===== src/design/decodePkg.sv =====
package decodePkg;

    localparam int LaneCount   = 2;   // instructions per bundle, also runs with 1 or 4
    localparam int InstWidth   = 32;
    localparam int RegWidth    = 64;  // datapath and immediate width
    localparam int AluCtlWidth = 5;
    localparam int SelBWidth   = 2;
    localparam int BranchWidth = 3;
    localparam int MemOpWidth  = 3;
    localparam int RegSrcWidth = 2;
    localparam int FmtWidth    = 3;

    // major opcodes
    localparam logic [6:0] opOpImm   = 7'b0010011;
    localparam logic [6:0] opOpImm32 = 7'b0011011;
    localparam logic [6:0] opOp      = 7'b0110011;
    localparam logic [6:0] opOp32    = 7'b0111011;
    localparam logic [6:0] opAuipc   = 7'b0010111;
    localparam logic [6:0] opLui     = 7'b0110111;
    localparam logic [6:0] opStore   = 7'b0100011;
    localparam logic [6:0] opLoad    = 7'b0000011;
    localparam logic [6:0] opBranch  = 7'b1100011;
    localparam logic [6:0] opJal     = 7'b1101111;
    localparam logic [6:0] opJalr    = 7'b1100111;
    localparam logic [6:0] opSystem  = 7'b1110011;

    // instruction formats
    localparam logic [FmtWidth-1:0] fmtNone = 3'd0;
    localparam logic [FmtWidth-1:0] fmtR    = 3'd1;
    localparam logic [FmtWidth-1:0] fmtI    = 3'd2;
    localparam logic [FmtWidth-1:0] fmtS    = 3'd3;
    localparam logic [FmtWidth-1:0] fmtB    = 3'd4;
    localparam logic [FmtWidth-1:0] fmtU    = 3'd5;
    localparam logic [FmtWidth-1:0] fmtJ    = 3'd6;

    localparam logic [AluCtlWidth-1:0] aluAdd   = 5'b00000;
    localparam logic [AluCtlWidth-1:0] aluPassB = 5'b00011;
    localparam logic [AluCtlWidth-1:0] aluSltu  = 5'b01010;  // unsigned compare

    localparam logic aSelPc  = 1'b0;
    localparam logic aSelRs1 = 1'b1;

    localparam logic [SelBWidth-1:0] bSelImm  = 2'd0;
    localparam logic [SelBWidth-1:0] bSelRs2  = 2'd1;
    localparam logic [SelBWidth-1:0] bSelFour = 2'd2;  // link address pc + 4

    localparam logic [BranchWidth-1:0] brSeq  = 3'b010;
    localparam logic [BranchWidth-1:0] brJal  = 3'b110;
    localparam logic [BranchWidth-1:0] brJalr = 3'b111;

    localparam logic [MemOpWidth-1:0] memNone = 3'b000;
    localparam logic [MemOpWidth-1:0] memD    = 3'b100;
    localparam logic [MemOpWidth-1:0] memWu   = 3'b001;
    localparam logic [MemOpWidth-1:0] memHu   = 3'b010;
    localparam logic [MemOpWidth-1:0] memBu   = 3'b011;
    localparam logic [MemOpWidth-1:0] memW    = 3'b101;
    localparam logic [MemOpWidth-1:0] memH    = 3'b110;
    localparam logic [MemOpWidth-1:0] memB    = 3'b111;

    localparam logic [RegSrcWidth-1:0] srcAlu = 2'd0;
    localparam logic [RegSrcWidth-1:0] srcMem = 2'd1;
    localparam logic [RegSrcWidth-1:0] srcCsr = 2'd2;

    typedef union packed {
        struct packed {
            logic [6:0] funct7;
            logic [4:0] rs2;
            logic [4:0] rs1;
            logic [2:0] funct3;
            logic [4:0] rd;
            logic [6:0] opcode;
        } rType;
        struct packed {
            logic [11:0] imm11to0;
            logic [4:0]  rs1;
            logic [2:0]  funct3;
            logic [4:0]  rd;
            logic [6:0]  opcode;
        } iType;
        struct packed {
            logic [6:0] imm11to5;
            logic [4:0] rs2;
            logic [4:0] rs1;
            logic [2:0] funct3;
            logic [4:0] imm4to0;
            logic [6:0] opcode;
        } sType;
        struct packed {
            logic       imm12;
            logic [5:0] imm10to5;
            logic [4:0] rs2;
            logic [4:0] rs1;
            logic [2:0] funct3;
            logic [3:0] imm4to1;
            logic       imm11;
            logic [6:0] opcode;
        } bType;
        struct packed {
            logic [19:0] imm31to12;
            logic [4:0]  rd;
            logic [6:0]  opcode;
        } uType;
        struct packed {
            logic       imm20;
            logic [9:0] imm10to1;
            logic       imm11;
            logic [7:0] imm19to12;
            logic [4:0] rd;
            logic [6:0] opcode;
        } jType;
    } rvInst_u;

endpackage


===== src/design/ImmGen.sv =====
`timescale 1ns/1ps

module ImmGen import decodePkg::*; (
    input  rvInst_u               inst,
    input  logic [FmtWidth-1:0]   format,
    output logic [RegWidth-1:0]   imm
);

    always_comb begin
        case (format)
            fmtI: begin
                imm = {{(RegWidth-12){inst.iType.imm11to0[11]}}, inst.iType.imm11to0};
            end
            fmtS: begin
                imm = {{(RegWidth-12){inst.sType.imm11to5[6]}},
                       inst.sType.imm11to5, inst.sType.imm4to0};
            end
            fmtB: begin
                imm = {{(RegWidth-13){inst.bType.imm12}}, inst.bType.imm12,
                       inst.bType.imm11, inst.bType.imm10to5,
                       inst.bType.imm4to1, 1'b0};               // halfword aligned
            end
            fmtU: begin
                imm = {{(RegWidth-32){inst.uType.imm31to12[19]}},
                       inst.uType.imm31to12, 12'b0};
            end
            fmtJ: begin
                imm = {{(RegWidth-21){inst.jType.imm20}}, inst.jType.imm20,
                       inst.jType.imm19to12, inst.jType.imm11,
                       inst.jType.imm10to1, 1'b0};
            end
            default: imm = '0;                                  // R type and unknown
        endcase
    end

endmodule


===== src/design/ContrGen.sv =====
`timescale 1ns/1ps

module ContrGen import decodePkg::*; (
    input  rvInst_u                 inst,
    output logic [AluCtlWidth-1:0]  aluCtl,
    output logic [RegWidth-1:0]     imm,
    output logic                    aluASel,
    output logic [SelBWidth-1:0]    aluBSel,
    output logic [BranchWidth-1:0]  branch,
    output logic                    regWr,
    output logic                    memWr,
    output logic [MemOpWidth-1:0]   memOp,
    output logic [RegSrcWidth-1:0]  regSrc,
    output logic                    isTruncate,
    output logic                    isSext,
    output logic                    intrEn,
    output logic                    illegal
);

    logic [6:0]             opcode;
    logic [2:0]             funct3;
    logic [6:0]             funct7;
    logic [FmtWidth-1:0]    format;
    logic                   isCondBr, isJal, isJalr, isMul, isSub;
    logic [AluCtlWidth-1:0] intAluCtl, mulAluCtl;

    assign opcode = inst.rType.opcode;
    assign funct3 = inst.rType.funct3;
    assign funct7 = inst.rType.funct7;

    always_comb begin
        case (opcode)
            opOpImm, opOpImm32, opLoad, opJalr, opSystem: format = fmtI;
            opOp, opOp32:                                 format = fmtR;
            opAuipc, opLui:                               format = fmtU;
            opStore:                                      format = fmtS;
            opBranch:                                     format = fmtB;
            opJal:                                        format = fmtJ;
            default:                                      format = fmtNone;
        endcase
    end

    assign isCondBr = (format == fmtB);
    assign isJal    = (opcode == opJal);
    assign isJalr   = (opcode == opJalr);
    assign branch   = isCondBr ? (funct3 & 3'b101) : isJal ? brJal : isJalr ? brJalr : brSeq;

    // funct7[5] selects sub/sra, only meaningful on register ops and right shifts
    assign isMul     = ((opcode == opOp) || (opcode == opOp32)) && funct7[0];
    assign isSub     = funct7[5] & (opcode[5] | (funct3 == 3'b101));
    assign intAluCtl = (funct3 == 3'b011) ? aluSltu : {1'b0, isSub, funct3};
    assign mulAluCtl = {1'b1, funct3[0], funct3};   // funct3[0] picks signedness

    always_comb begin
        if ((opcode == opAuipc) || (opcode == opLoad) || (opcode == opStore) || isJal || isJalr)
            aluCtl = aluAdd;
        else if (isCondBr)
            aluCtl = {1'b0, funct3[1], 3'b010};     // subtract compare
        else if (opcode == opLui)
            aluCtl = aluPassB;
        else if (isMul)
            aluCtl = mulAluCtl;
        else
            aluCtl = intAluCtl;
    end

    assign aluASel = (((format == fmtI) && !isJalr) || (format == fmtR) ||
                      (format == fmtS) || (format == fmtB)) ? aSelRs1 : aSelPc;
    assign aluBSel = (isJal || isJalr) ? bSelFour :
                     ((format == fmtR) || (format == fmtB)) ? bSelRs2 : bSelImm;

    assign regWr  = ((format == fmtR) || (format == fmtI) || (format == fmtU) ||
                     (format == fmtJ)) && !illegal;
    assign regSrc = (opcode == opLoad) ? srcMem : (opcode == opSystem) ? srcCsr : srcAlu;
    assign intrEn = (opcode == opSystem) && !illegal;

    always_comb begin
        memWr      = 1'b0;
        memOp      = memNone;
        isTruncate = 1'b0;
        isSext     = 1'b0;
        illegal    = 1'b0;
        casez ({funct7, funct3, opcode})
            {7'b???????, 3'b???, opLui},
            {7'b???????, 3'b???, opAuipc},
            {7'b???????, 3'b???, opJal},
            {7'b???????, 3'b000, opJalr},
            {7'b???????, 3'b00?, opBranch},                 // beq bne
            {7'b???????, 3'b1??, opBranch},                 // blt bge bltu bgeu
            {7'b???????, 3'b000, opOpImm},
            {7'b???????, 3'b01?, opOpImm},                  // slti sltiu
            {7'b???????, 3'b1?0, opOpImm},                  // xori ori
            {7'b???????, 3'b111, opOpImm},
            {7'b000000?, 3'b001, opOpImm},                  // slli, 6-bit shamt
            {7'b0?0000?, 3'b101, opOpImm},                  // srli srai
            {7'b000000?, 3'b???, opOp},                     // base ops and mul/div
            {7'b0100000, 3'b000, opOp},
            {7'b0100000, 3'b101, opOp},
            {7'b???????, 3'b???, opSystem}: ;               // no memory side
            {7'b???????, 3'b000, opLoad}: memOp = memB;
            {7'b???????, 3'b001, opLoad}: memOp = memH;
            {7'b???????, 3'b010, opLoad}: memOp = memW;
            {7'b???????, 3'b011, opLoad}: memOp = memD;
            {7'b???????, 3'b100, opLoad}: memOp = memBu;
            {7'b???????, 3'b101, opLoad}: memOp = memHu;
            {7'b???????, 3'b110, opLoad}: memOp = memWu;
            {7'b???????, 3'b000, opStore}: begin
                memWr = 1'b1;
                memOp = memBu;
            end
            {7'b???????, 3'b001, opStore}: begin
                memWr = 1'b1;
                memOp = memHu;
            end
            {7'b???????, 3'b010, opStore}: begin
                memWr = 1'b1;
                memOp = memWu;
            end
            {7'b???????, 3'b011, opStore}: begin
                memWr = 1'b1;
                memOp = memD;
            end
            {7'b???????, 3'b000, opOpImm32},                // addiw
            {7'b0000000, 3'b001, opOpImm32},
            {7'b0?00000, 3'b101, opOpImm32},
            {7'b0000000, 3'b00?, opOp32},                   // addw sllw
            {7'b0?00000, 3'b101, opOp32},                   // srlw sraw
            {7'b0100000, 3'b000, opOp32},
            {7'b0000001, 3'b000, opOp32},                   // mulw
            {7'b0000001, 3'b1??, opOp32}: begin             // divw divuw remw remuw
                isTruncate = 1'b1;
                isSext     = 1'b1;
            end
            default: illegal = 1'b1;
        endcase
    end

    ImmGen immGen (
        .inst   (inst),
        .format (format),
        .imm    (imm)
    );

endmodule


===== src/design/FetchLatch.sv =====
`timescale 1ns/1ps

module FetchLatch import decodePkg::*; (
    input  logic                                 clk,
    input  logic                                 rstN,
    input  logic                                 fetchValid,
    input  logic [LaneCount-1:0][InstWidth-1:0]  fetchInst,
    input  logic [LaneCount-1:0]                 fetchLaneValid,
    output logic [LaneCount-1:0][InstWidth-1:0]  latInst,
    output logic [LaneCount-1:0]                 latValid
);

    // valid drops on any edge without a strobe, so a bundle decodes once
    always_ff @(posedge clk or negedge rstN) begin
        if (!rstN) begin
            latValid <= '0;
        end else begin
            latValid <= fetchValid ? fetchLaneValid : '0;
        end
    end

    always_ff @(posedge clk) begin
        if (fetchValid) begin
            latInst <= fetchInst;                   // held until next strobe
        end
    end

endmodule


===== src/design/DecodeReg.sv =====
`timescale 1ns/1ps

module DecodeReg import decodePkg::*; (
    input  logic                                    clk,
    input  logic                                    rstN,
    input  logic [LaneCount-1:0]                    latValid,
    input  logic [LaneCount-1:0][AluCtlWidth-1:0]   aluCtl,
    input  logic [LaneCount-1:0][RegWidth-1:0]      imm,
    input  logic [LaneCount-1:0]                    aluASel,
    input  logic [LaneCount-1:0][SelBWidth-1:0]     aluBSel,
    input  logic [LaneCount-1:0][BranchWidth-1:0]   branch,
    input  logic [LaneCount-1:0]                    regWr,
    input  logic [LaneCount-1:0]                    memWr,
    input  logic [LaneCount-1:0][MemOpWidth-1:0]    memOp,
    input  logic [LaneCount-1:0][RegSrcWidth-1:0]   regSrc,
    input  logic [LaneCount-1:0]                    isTruncate,
    input  logic [LaneCount-1:0]                    isSext,
    input  logic [LaneCount-1:0]                    intrEn,
    input  logic [LaneCount-1:0]                    illegal,
    output logic [LaneCount-1:0]                    decValid,
    output logic [LaneCount-1:0][AluCtlWidth-1:0]   decAluCtl,
    output logic [LaneCount-1:0][RegWidth-1:0]      decImm,
    output logic [LaneCount-1:0]                    decAluASel,
    output logic [LaneCount-1:0][SelBWidth-1:0]     decAluBSel,
    output logic [LaneCount-1:0][BranchWidth-1:0]   decBranch,
    output logic [LaneCount-1:0]                    decRegWr,
    output logic [LaneCount-1:0]                    decMemWr,
    output logic [LaneCount-1:0][MemOpWidth-1:0]    decMemOp,
    output logic [LaneCount-1:0][RegSrcWidth-1:0]   decRegSrc,
    output logic [LaneCount-1:0]                    decIsTruncate,
    output logic [LaneCount-1:0]                    decIsSext,
    output logic [LaneCount-1:0]                    decIntrEn,
    output logic [LaneCount-1:0]                    decIllegal
);

    logic [LaneCount-1:0] laneOk;

    // younger lanes die behind a valid illegal one; the illegal lane itself survives
    always_comb begin
        logic blocked;
        blocked = 1'b0;
        for (int i = 0; i < LaneCount; i++) begin
            laneOk[i] = latValid[i] & ~blocked;
            blocked   = blocked | (latValid[i] & illegal[i]);
        end
    end

    always_ff @(posedge clk or negedge rstN) begin
        if (!rstN) begin
            decValid      <= '0;
            decAluCtl     <= '0;
            decAluASel    <= '0;
            decAluBSel    <= '0;
            decBranch     <= '0;
            decRegWr      <= '0;
            decMemWr      <= '0;
            decMemOp      <= '0;
            decRegSrc     <= '0;
            decIsTruncate <= '0;
            decIsSext     <= '0;
            decIntrEn     <= '0;
            decIllegal    <= '0;
        end else begin
            decValid      <= laneOk;
            decAluCtl     <= aluCtl;
            decAluASel    <= aluASel;
            decAluBSel    <= aluBSel;
            decBranch     <= branch;
            decRegWr      <= regWr & laneOk;        // dead lanes write nothing
            decMemWr      <= memWr & laneOk;
            decMemOp      <= memOp;
            decRegSrc     <= regSrc;
            decIsTruncate <= isTruncate;
            decIsSext     <= isSext;
            decIntrEn     <= intrEn & laneOk;
            decIllegal    <= illegal & laneOk;
        end
    end

    always_ff @(posedge clk) begin
        decImm <= imm;
    end

endmodule


===== src/design/DecodeStage.sv =====
`timescale 1ns/1ps

module DecodeStage import decodePkg::*; (
    input  logic                                    clk,
    input  logic                                    rstN,
    input  logic                                    fetchValid,
    input  logic [LaneCount-1:0][InstWidth-1:0]     fetchInst,
    input  logic [LaneCount-1:0]                    fetchLaneValid,
    output logic [LaneCount-1:0]                    decValid,
    output logic [LaneCount-1:0][AluCtlWidth-1:0]   decAluCtl,
    output logic [LaneCount-1:0][RegWidth-1:0]      decImm,
    output logic [LaneCount-1:0]                    decAluASel,
    output logic [LaneCount-1:0][SelBWidth-1:0]     decAluBSel,
    output logic [LaneCount-1:0][BranchWidth-1:0]   decBranch,
    output logic [LaneCount-1:0]                    decRegWr,
    output logic [LaneCount-1:0]                    decMemWr,
    output logic [LaneCount-1:0][MemOpWidth-1:0]    decMemOp,
    output logic [LaneCount-1:0][RegSrcWidth-1:0]   decRegSrc,
    output logic [LaneCount-1:0]                    decIsTruncate,
    output logic [LaneCount-1:0]                    decIsSext,
    output logic [LaneCount-1:0]                    decIntrEn,
    output logic [LaneCount-1:0]                    decIllegal
);

    logic [LaneCount-1:0][InstWidth-1:0]    latInst;
    logic [LaneCount-1:0]                   latValid;
    logic [LaneCount-1:0][AluCtlWidth-1:0]  aluCtl;
    logic [LaneCount-1:0][RegWidth-1:0]     imm;
    logic [LaneCount-1:0]                   aluASel;
    logic [LaneCount-1:0][SelBWidth-1:0]    aluBSel;
    logic [LaneCount-1:0][BranchWidth-1:0]  branch;
    logic [LaneCount-1:0]                   regWr, memWr;
    logic [LaneCount-1:0][MemOpWidth-1:0]   memOp;
    logic [LaneCount-1:0][RegSrcWidth-1:0]  regSrc;
    logic [LaneCount-1:0]                   isTruncate, isSext, intrEn, illegal;

    FetchLatch fetchLatch (
        .clk            (clk),
        .rstN           (rstN),
        .fetchValid     (fetchValid),
        .fetchInst      (fetchInst),
        .fetchLaneValid (fetchLaneValid),
        .latInst        (latInst),
        .latValid       (latValid)
    );

    for (genvar lane = 0; lane < LaneCount; lane++) begin : genLane
        ContrGen contrGen (
            .inst       (latInst[lane]),
            .aluCtl     (aluCtl[lane]),
            .imm        (imm[lane]),
            .aluASel    (aluASel[lane]),
            .aluBSel    (aluBSel[lane]),
            .branch     (branch[lane]),
            .regWr      (regWr[lane]),
            .memWr      (memWr[lane]),
            .memOp      (memOp[lane]),
            .regSrc     (regSrc[lane]),
            .isTruncate (isTruncate[lane]),
            .isSext     (isSext[lane]),
            .intrEn     (intrEn[lane]),
            .illegal    (illegal[lane])
        );
    end

    DecodeReg decodeReg (
        .clk (clk), .rstN (rstN), .latValid (latValid),
        .aluCtl (aluCtl), .imm (imm), .aluASel (aluASel), .aluBSel (aluBSel),
        .branch (branch), .regWr (regWr), .memWr (memWr), .memOp (memOp),
        .regSrc (regSrc), .isTruncate (isTruncate), .isSext (isSext),
        .intrEn (intrEn), .illegal (illegal),
        .decValid      (decValid),
        .decAluCtl     (decAluCtl),
        .decImm        (decImm),
        .decAluASel    (decAluASel),
        .decAluBSel    (decAluBSel),
        .decBranch     (decBranch),
        .decRegWr      (decRegWr),
        .decMemWr      (decMemWr),
        .decMemOp      (decMemOp),
        .decRegSrc     (decRegSrc),
        .decIsTruncate (decIsTruncate),
        .decIsSext     (decIsSext),
        .decIntrEn     (decIntrEn),
        .decIllegal    (decIllegal)
    );

endmodule


===== config.mk =====
export PLATFORM = sky130hd
export DESIGN_NAME = DecodeStage
export DESIGN_NICKNAME = d
export VERILOG_FILES = /design/src/design/decodePkg.sv /design/src/design/ImmGen.sv /design/src/design/ContrGen.sv /design/src/design/FetchLatch.sv /design/src/design/DecodeReg.sv /design/src/design/DecodeStage.sv
export SDC_FILE = /design/constraint.sdc
export NUM_CORES = 1
export LEC_CHECK = 0
export BUFFER_PORTS_ARGS = -buffer_cell sky130_fd_sc_hd__buf_2
export CAP_MARGIN = 20
export CORE_MARGIN = 8
export CORE_UTILIZATION = 50
export DETAILED_ROUTE_END_ITERATION = 10
export GPL_TIMING_DRIVEN = 0
export PLACE_DENSITY = 0.81
export SYNTH_ARGS = -nofsm -noshare
export SYNTH_HDL_FRONTEND = slang
export SYNTH_SLANG_ARGS = --single-unit
export TNS_END_PERCENT = 50

===== constraint.sdc =====
create_clock -name clk -period 3.3 [get_ports clk]
set_clock_uncertainty 0.15 [all_clocks]
set_input_delay 0.165 -clock clk [delete_from_list [all_inputs] [get_ports clk]]
set_output_delay 0.165 -clock clk [all_outputs]
set_load 0.01 [all_outputs]

==> metrics.md <==
| Metric | Value |
|---|---|
| Worst-Skew Late Latency | 420 ps |
| Minimum clock period | 2900 ps |
| Clock share of power | 39.4% |
| CP Class | reg -> reg |
| Post-Synth Adder-Cell Area | 1.05% |
| # nets final | 992 |
| Setup crit start kind | flip-flop |
| H-tree levels | 4 |
| Max clock buf depth | 2 |
| Drt initial violations | 496 |
| Post-CTS setup buffer count | 0 |
| CP max-delay cell | edfxtp_1 |
| PortBufs | 242 |
| GRT Total Usage | 21.0% |
| FF-to-FF path depth | 13 |
| TritonCTS buffer count | 17 |
| Critical path depth | 13 |
| Final Core Density | 70.9% |
| WHS Path Cells | 1 |
| Cell taking the most area after synthesis | edfxtp_1 |
| Fmax achieved | 0.345 GHz |
| P_sw | 0.00127 W |
| Max cap viols | 0 |
| TritonCTS clock tree | built |
| Largest cells by area after synthesis | edfxtp_1 27%, dfxtp_1 18%, dfrtp_1 16% |
| Fin crit share | 87.8% |
| Post-Synth Simple-Gate Area | 13.0% |
| First-pass GRT wire length | 30100 µm |
| Resize count post-CTS | 0 |
| FFs w/ async S/R, synth | 26.4% |
| FILL cells | 938 |
| Pwr Total | 0.00497 W |
| I/O pins | 243 |
| Hold Crit Class | in -> reg |
| Sw Ratio | 25.6% |
| Die Ht | 136 µm |
| Core ar. | 13900 µm² |
| PwrDens | 503 nW/µm² |
| Leakage | 5.05 nW |
| Antenna Nets Post-Route | 0 |
| Mux cell area share after synthesis | 0.928% |
| Max VDD drop | 0.414 mV |
| Cells after synthesis | 588 |
| Layout cell share with drive strength beyond 1 | 41.4% |
| Crit-path cells | clkbuf_8 > nand3_1 > o21ai_0 > a22oi_1 > o21ai_0 > nand2_1 > inv_1 > ha_1 > buf_2 > nor2_2 > nor2b_1 > clkbuf_1 > a21o_1 |
| Vias in the first global route | 5744 |
| Syn_nets | 663 |
| Sequential area share after synthesis | 61.0% |
| Yosys cell types | 80 |
| WL/cell | 17.6 µm |
| # DRC | 0 |
| Routability Congestion | 0.906 |
| Internal power | 0.00370 W |
| DR vias | 5608 |
| Worst path arrival time | 3060 ps |
| CP Data Required Time | 3470 ps |
| Total wire length | 19500 µm |
| Final Slew Violations | 0 |
| WP buf/inv | 4 |
| Area share of the largest cell type after synthesis | 26.9% |
| RSZ-0062 raised after global routing | no |
| Synth Area in Compound Gates | 13.2% |
| Initial antenna violation count | 2 |
| Final hold viol count | 0 |
| Worst-Margin Slew | 978 ps |
| CP Max Fanout | 19 |
| Flops & latches, synth | 174 |
| Post-DP HPWL | 13500 µm |
| Status | finished clean |
| Clk sink count | 174 |
| EDFF count, synth | 64 |
| Commonest non-fill, non-tap cell in the layout | buf_2 |
| Routed vias/inst | 5.04 |
| Post-Synth XOR/XNOR Area | 0.368% |
| Die Wd | 136 µm |
| Root Buffer | clkbuf_16 |
| TritonRoute pass-1 iters | 5 |
| Setup TNS | 0 ps |
| CP most frequent cell | o21ai_0 |
| Largest net degree at the start of global routing | 47 |
| Worst path max stage delay | 460 ps |
| Row count | 43 |
| Relative max-transition margin | 34.7% |
| Crit path max-delay family | buffers and inverters |
| Largest family of logic cells by synthesized area | compound AO/OA/AOI/OAI gates |
| Flop pwr share | 48.9% |
| Die ar. | 18400 µm² |
| Endpoint type of the worst setup path | flip-flop |
| Yosys warns | 0 |
| GR Overflow Total | 0 |
| Initial core utilization | 51.3% |
| Most frequent cells in the layout | 246 x buf_2, 71 x buf_4, 68 x dlygate4sd3_1 |
| Mapped Avg Cell Area | 12.1 µm² |
| Netlist Area Pre-Place | 7140 µm² |
| Clk slew on worst S/H paths | 70 ps |
| Area delta synth->final | 38.3% |
| Top FF cell, synth | edfxtp_1 |
| Comb power frac | 11.6% |
| Setup-failing EPs final | 0 |
per-stage QoR:
step	hold WS, ps	setup WS (ps)	cells	cell area (µm²)
2_1_floorplan	-281	762	588	7140
3_3_place_gp	191	240	1010	8580
3_5_place_dp	193	227	1011	8600
4_1_cts	113	176	1110	9850
5_1_grt	137	188	1112	9880
6_report	134	402	1112	9880
flip-flops by register name, indices dropped and copies added (netlist names), 4 cells and up:
register and count:
decodeReg.decAluBSel 4, decodeReg.decAluCtl 10, decodeReg.decBranch 6, decodeReg.decImm 64, decodeReg.decMemOp 6, decodeReg.decRegSrc 4, fetchLatch.latInst 64
path summary, 6_finish.rpt:
path                                                  start                               end  slack (ps)
setup / recovery            fetchLatch.latInst[6]$_DFFE_PP_      decodeReg.decImm[24]$_DFF_P_         400
hold / removal                                   fetchValid  fetchLatch.latInst[16]$_DFFE_PP_         130
setup reg to reg            fetchLatch.latInst[6]$_DFFE_PP_      decodeReg.decImm[24]$_DFF_P_         400
hold reg to reg            fetchLatch.latInst[50]$_DFFE_PP_      decodeReg.decImm[82]$_DFF_P_         300
max in group asynchronous                              rstN  decodeReg.decIntrEn[0]$_DFF_PN0_        2100
min in group asynchronous                              rstN  decodeReg.decBranch[2]$_DFF_PN0_         460
area by class of cell:
cell class	instances	area, µm²	area share [%]
Sequential cell	174	4350	44.1
Multi-Input combinational cell	302	2040	20.7
Timing Repair Buffer	312	1930	19.5
Buffer	93	676	6.84
Clock buffer	19	464	4.70
Tap cell	180	225	2.28
Clock inverter	13	120	1.22
Inverter	17	63.8	0.646
Antenna cell	2	5.00	0.0506
synthesized netlist by cell type (3+ instances only):
master     instances
buf_2              4
buf_4             71
a21oi_1           11
dfrtp_1           46
and3b_1            3
and3_1             4
nand4b_1           3
nor2_1            30
or4_1              4
a2111oi_0          3
nor4_1             3
mux2i_1            4
edfxtp_1          64
dfxtp_1           64
a22o_1            11
nand3_1            4
o31ai_1            3
inv_1             15
o211ai_1           5
a22oi_1            3
nor3_1            11
nand2b_1           8
o21ai_0           12
a21o_1            31
a31oi_1            4
clkbuf_8           4
and2_1             9
clkbuf_1          14
nand2_1           43
a211oi_1           8
o22ai_1            4
nor2b_1           18
ha_1               6
what timing repair did:
action                                  CTS  global route
hold buffers                             67             1
endpoints found under the setup margin    0            18
hold endpoints to repair                112             3
power by group through the flow:
stage	clock [W]	sequential, W	combinational, W
after floorplan	0	0.00248	0.000264
after global placement	0	0.00247	0.000494
after detailed placement	0	0.00248	0.000504
after CTS	0.00198	0.00243	0.000568
after global routing	0.00207	0.00244	0.000625
final	0.00196	0.00243	0.000578
per-layer routing:
metal | wire length (µm) | vias to the layer above | share of wire [%] | GRT usage [%]
li1 | - | 2678 | - | -
met1 | 7510 | 2648 | 38 | 24.3
met2 | 9820 | 263 | 50 | 35.5
met3 | 1920 | 19 | 9.8 | 6.94
met4 | 280 | 0 | 1.4 | 7.53
met5 | 0 | - | 0 | 0
logic make-up after synthesis:
| family | Yosys count |
|---|---|
| xor+xnor | 3 |
| flops | 174 |
| mux | 6 |
| fa+ha+maj | 6 |
| compound gates | 121 |
| simple gates | 166 |
| buf+inv | 112 |
Note: power is estimated with default switching activity, not from simulation.
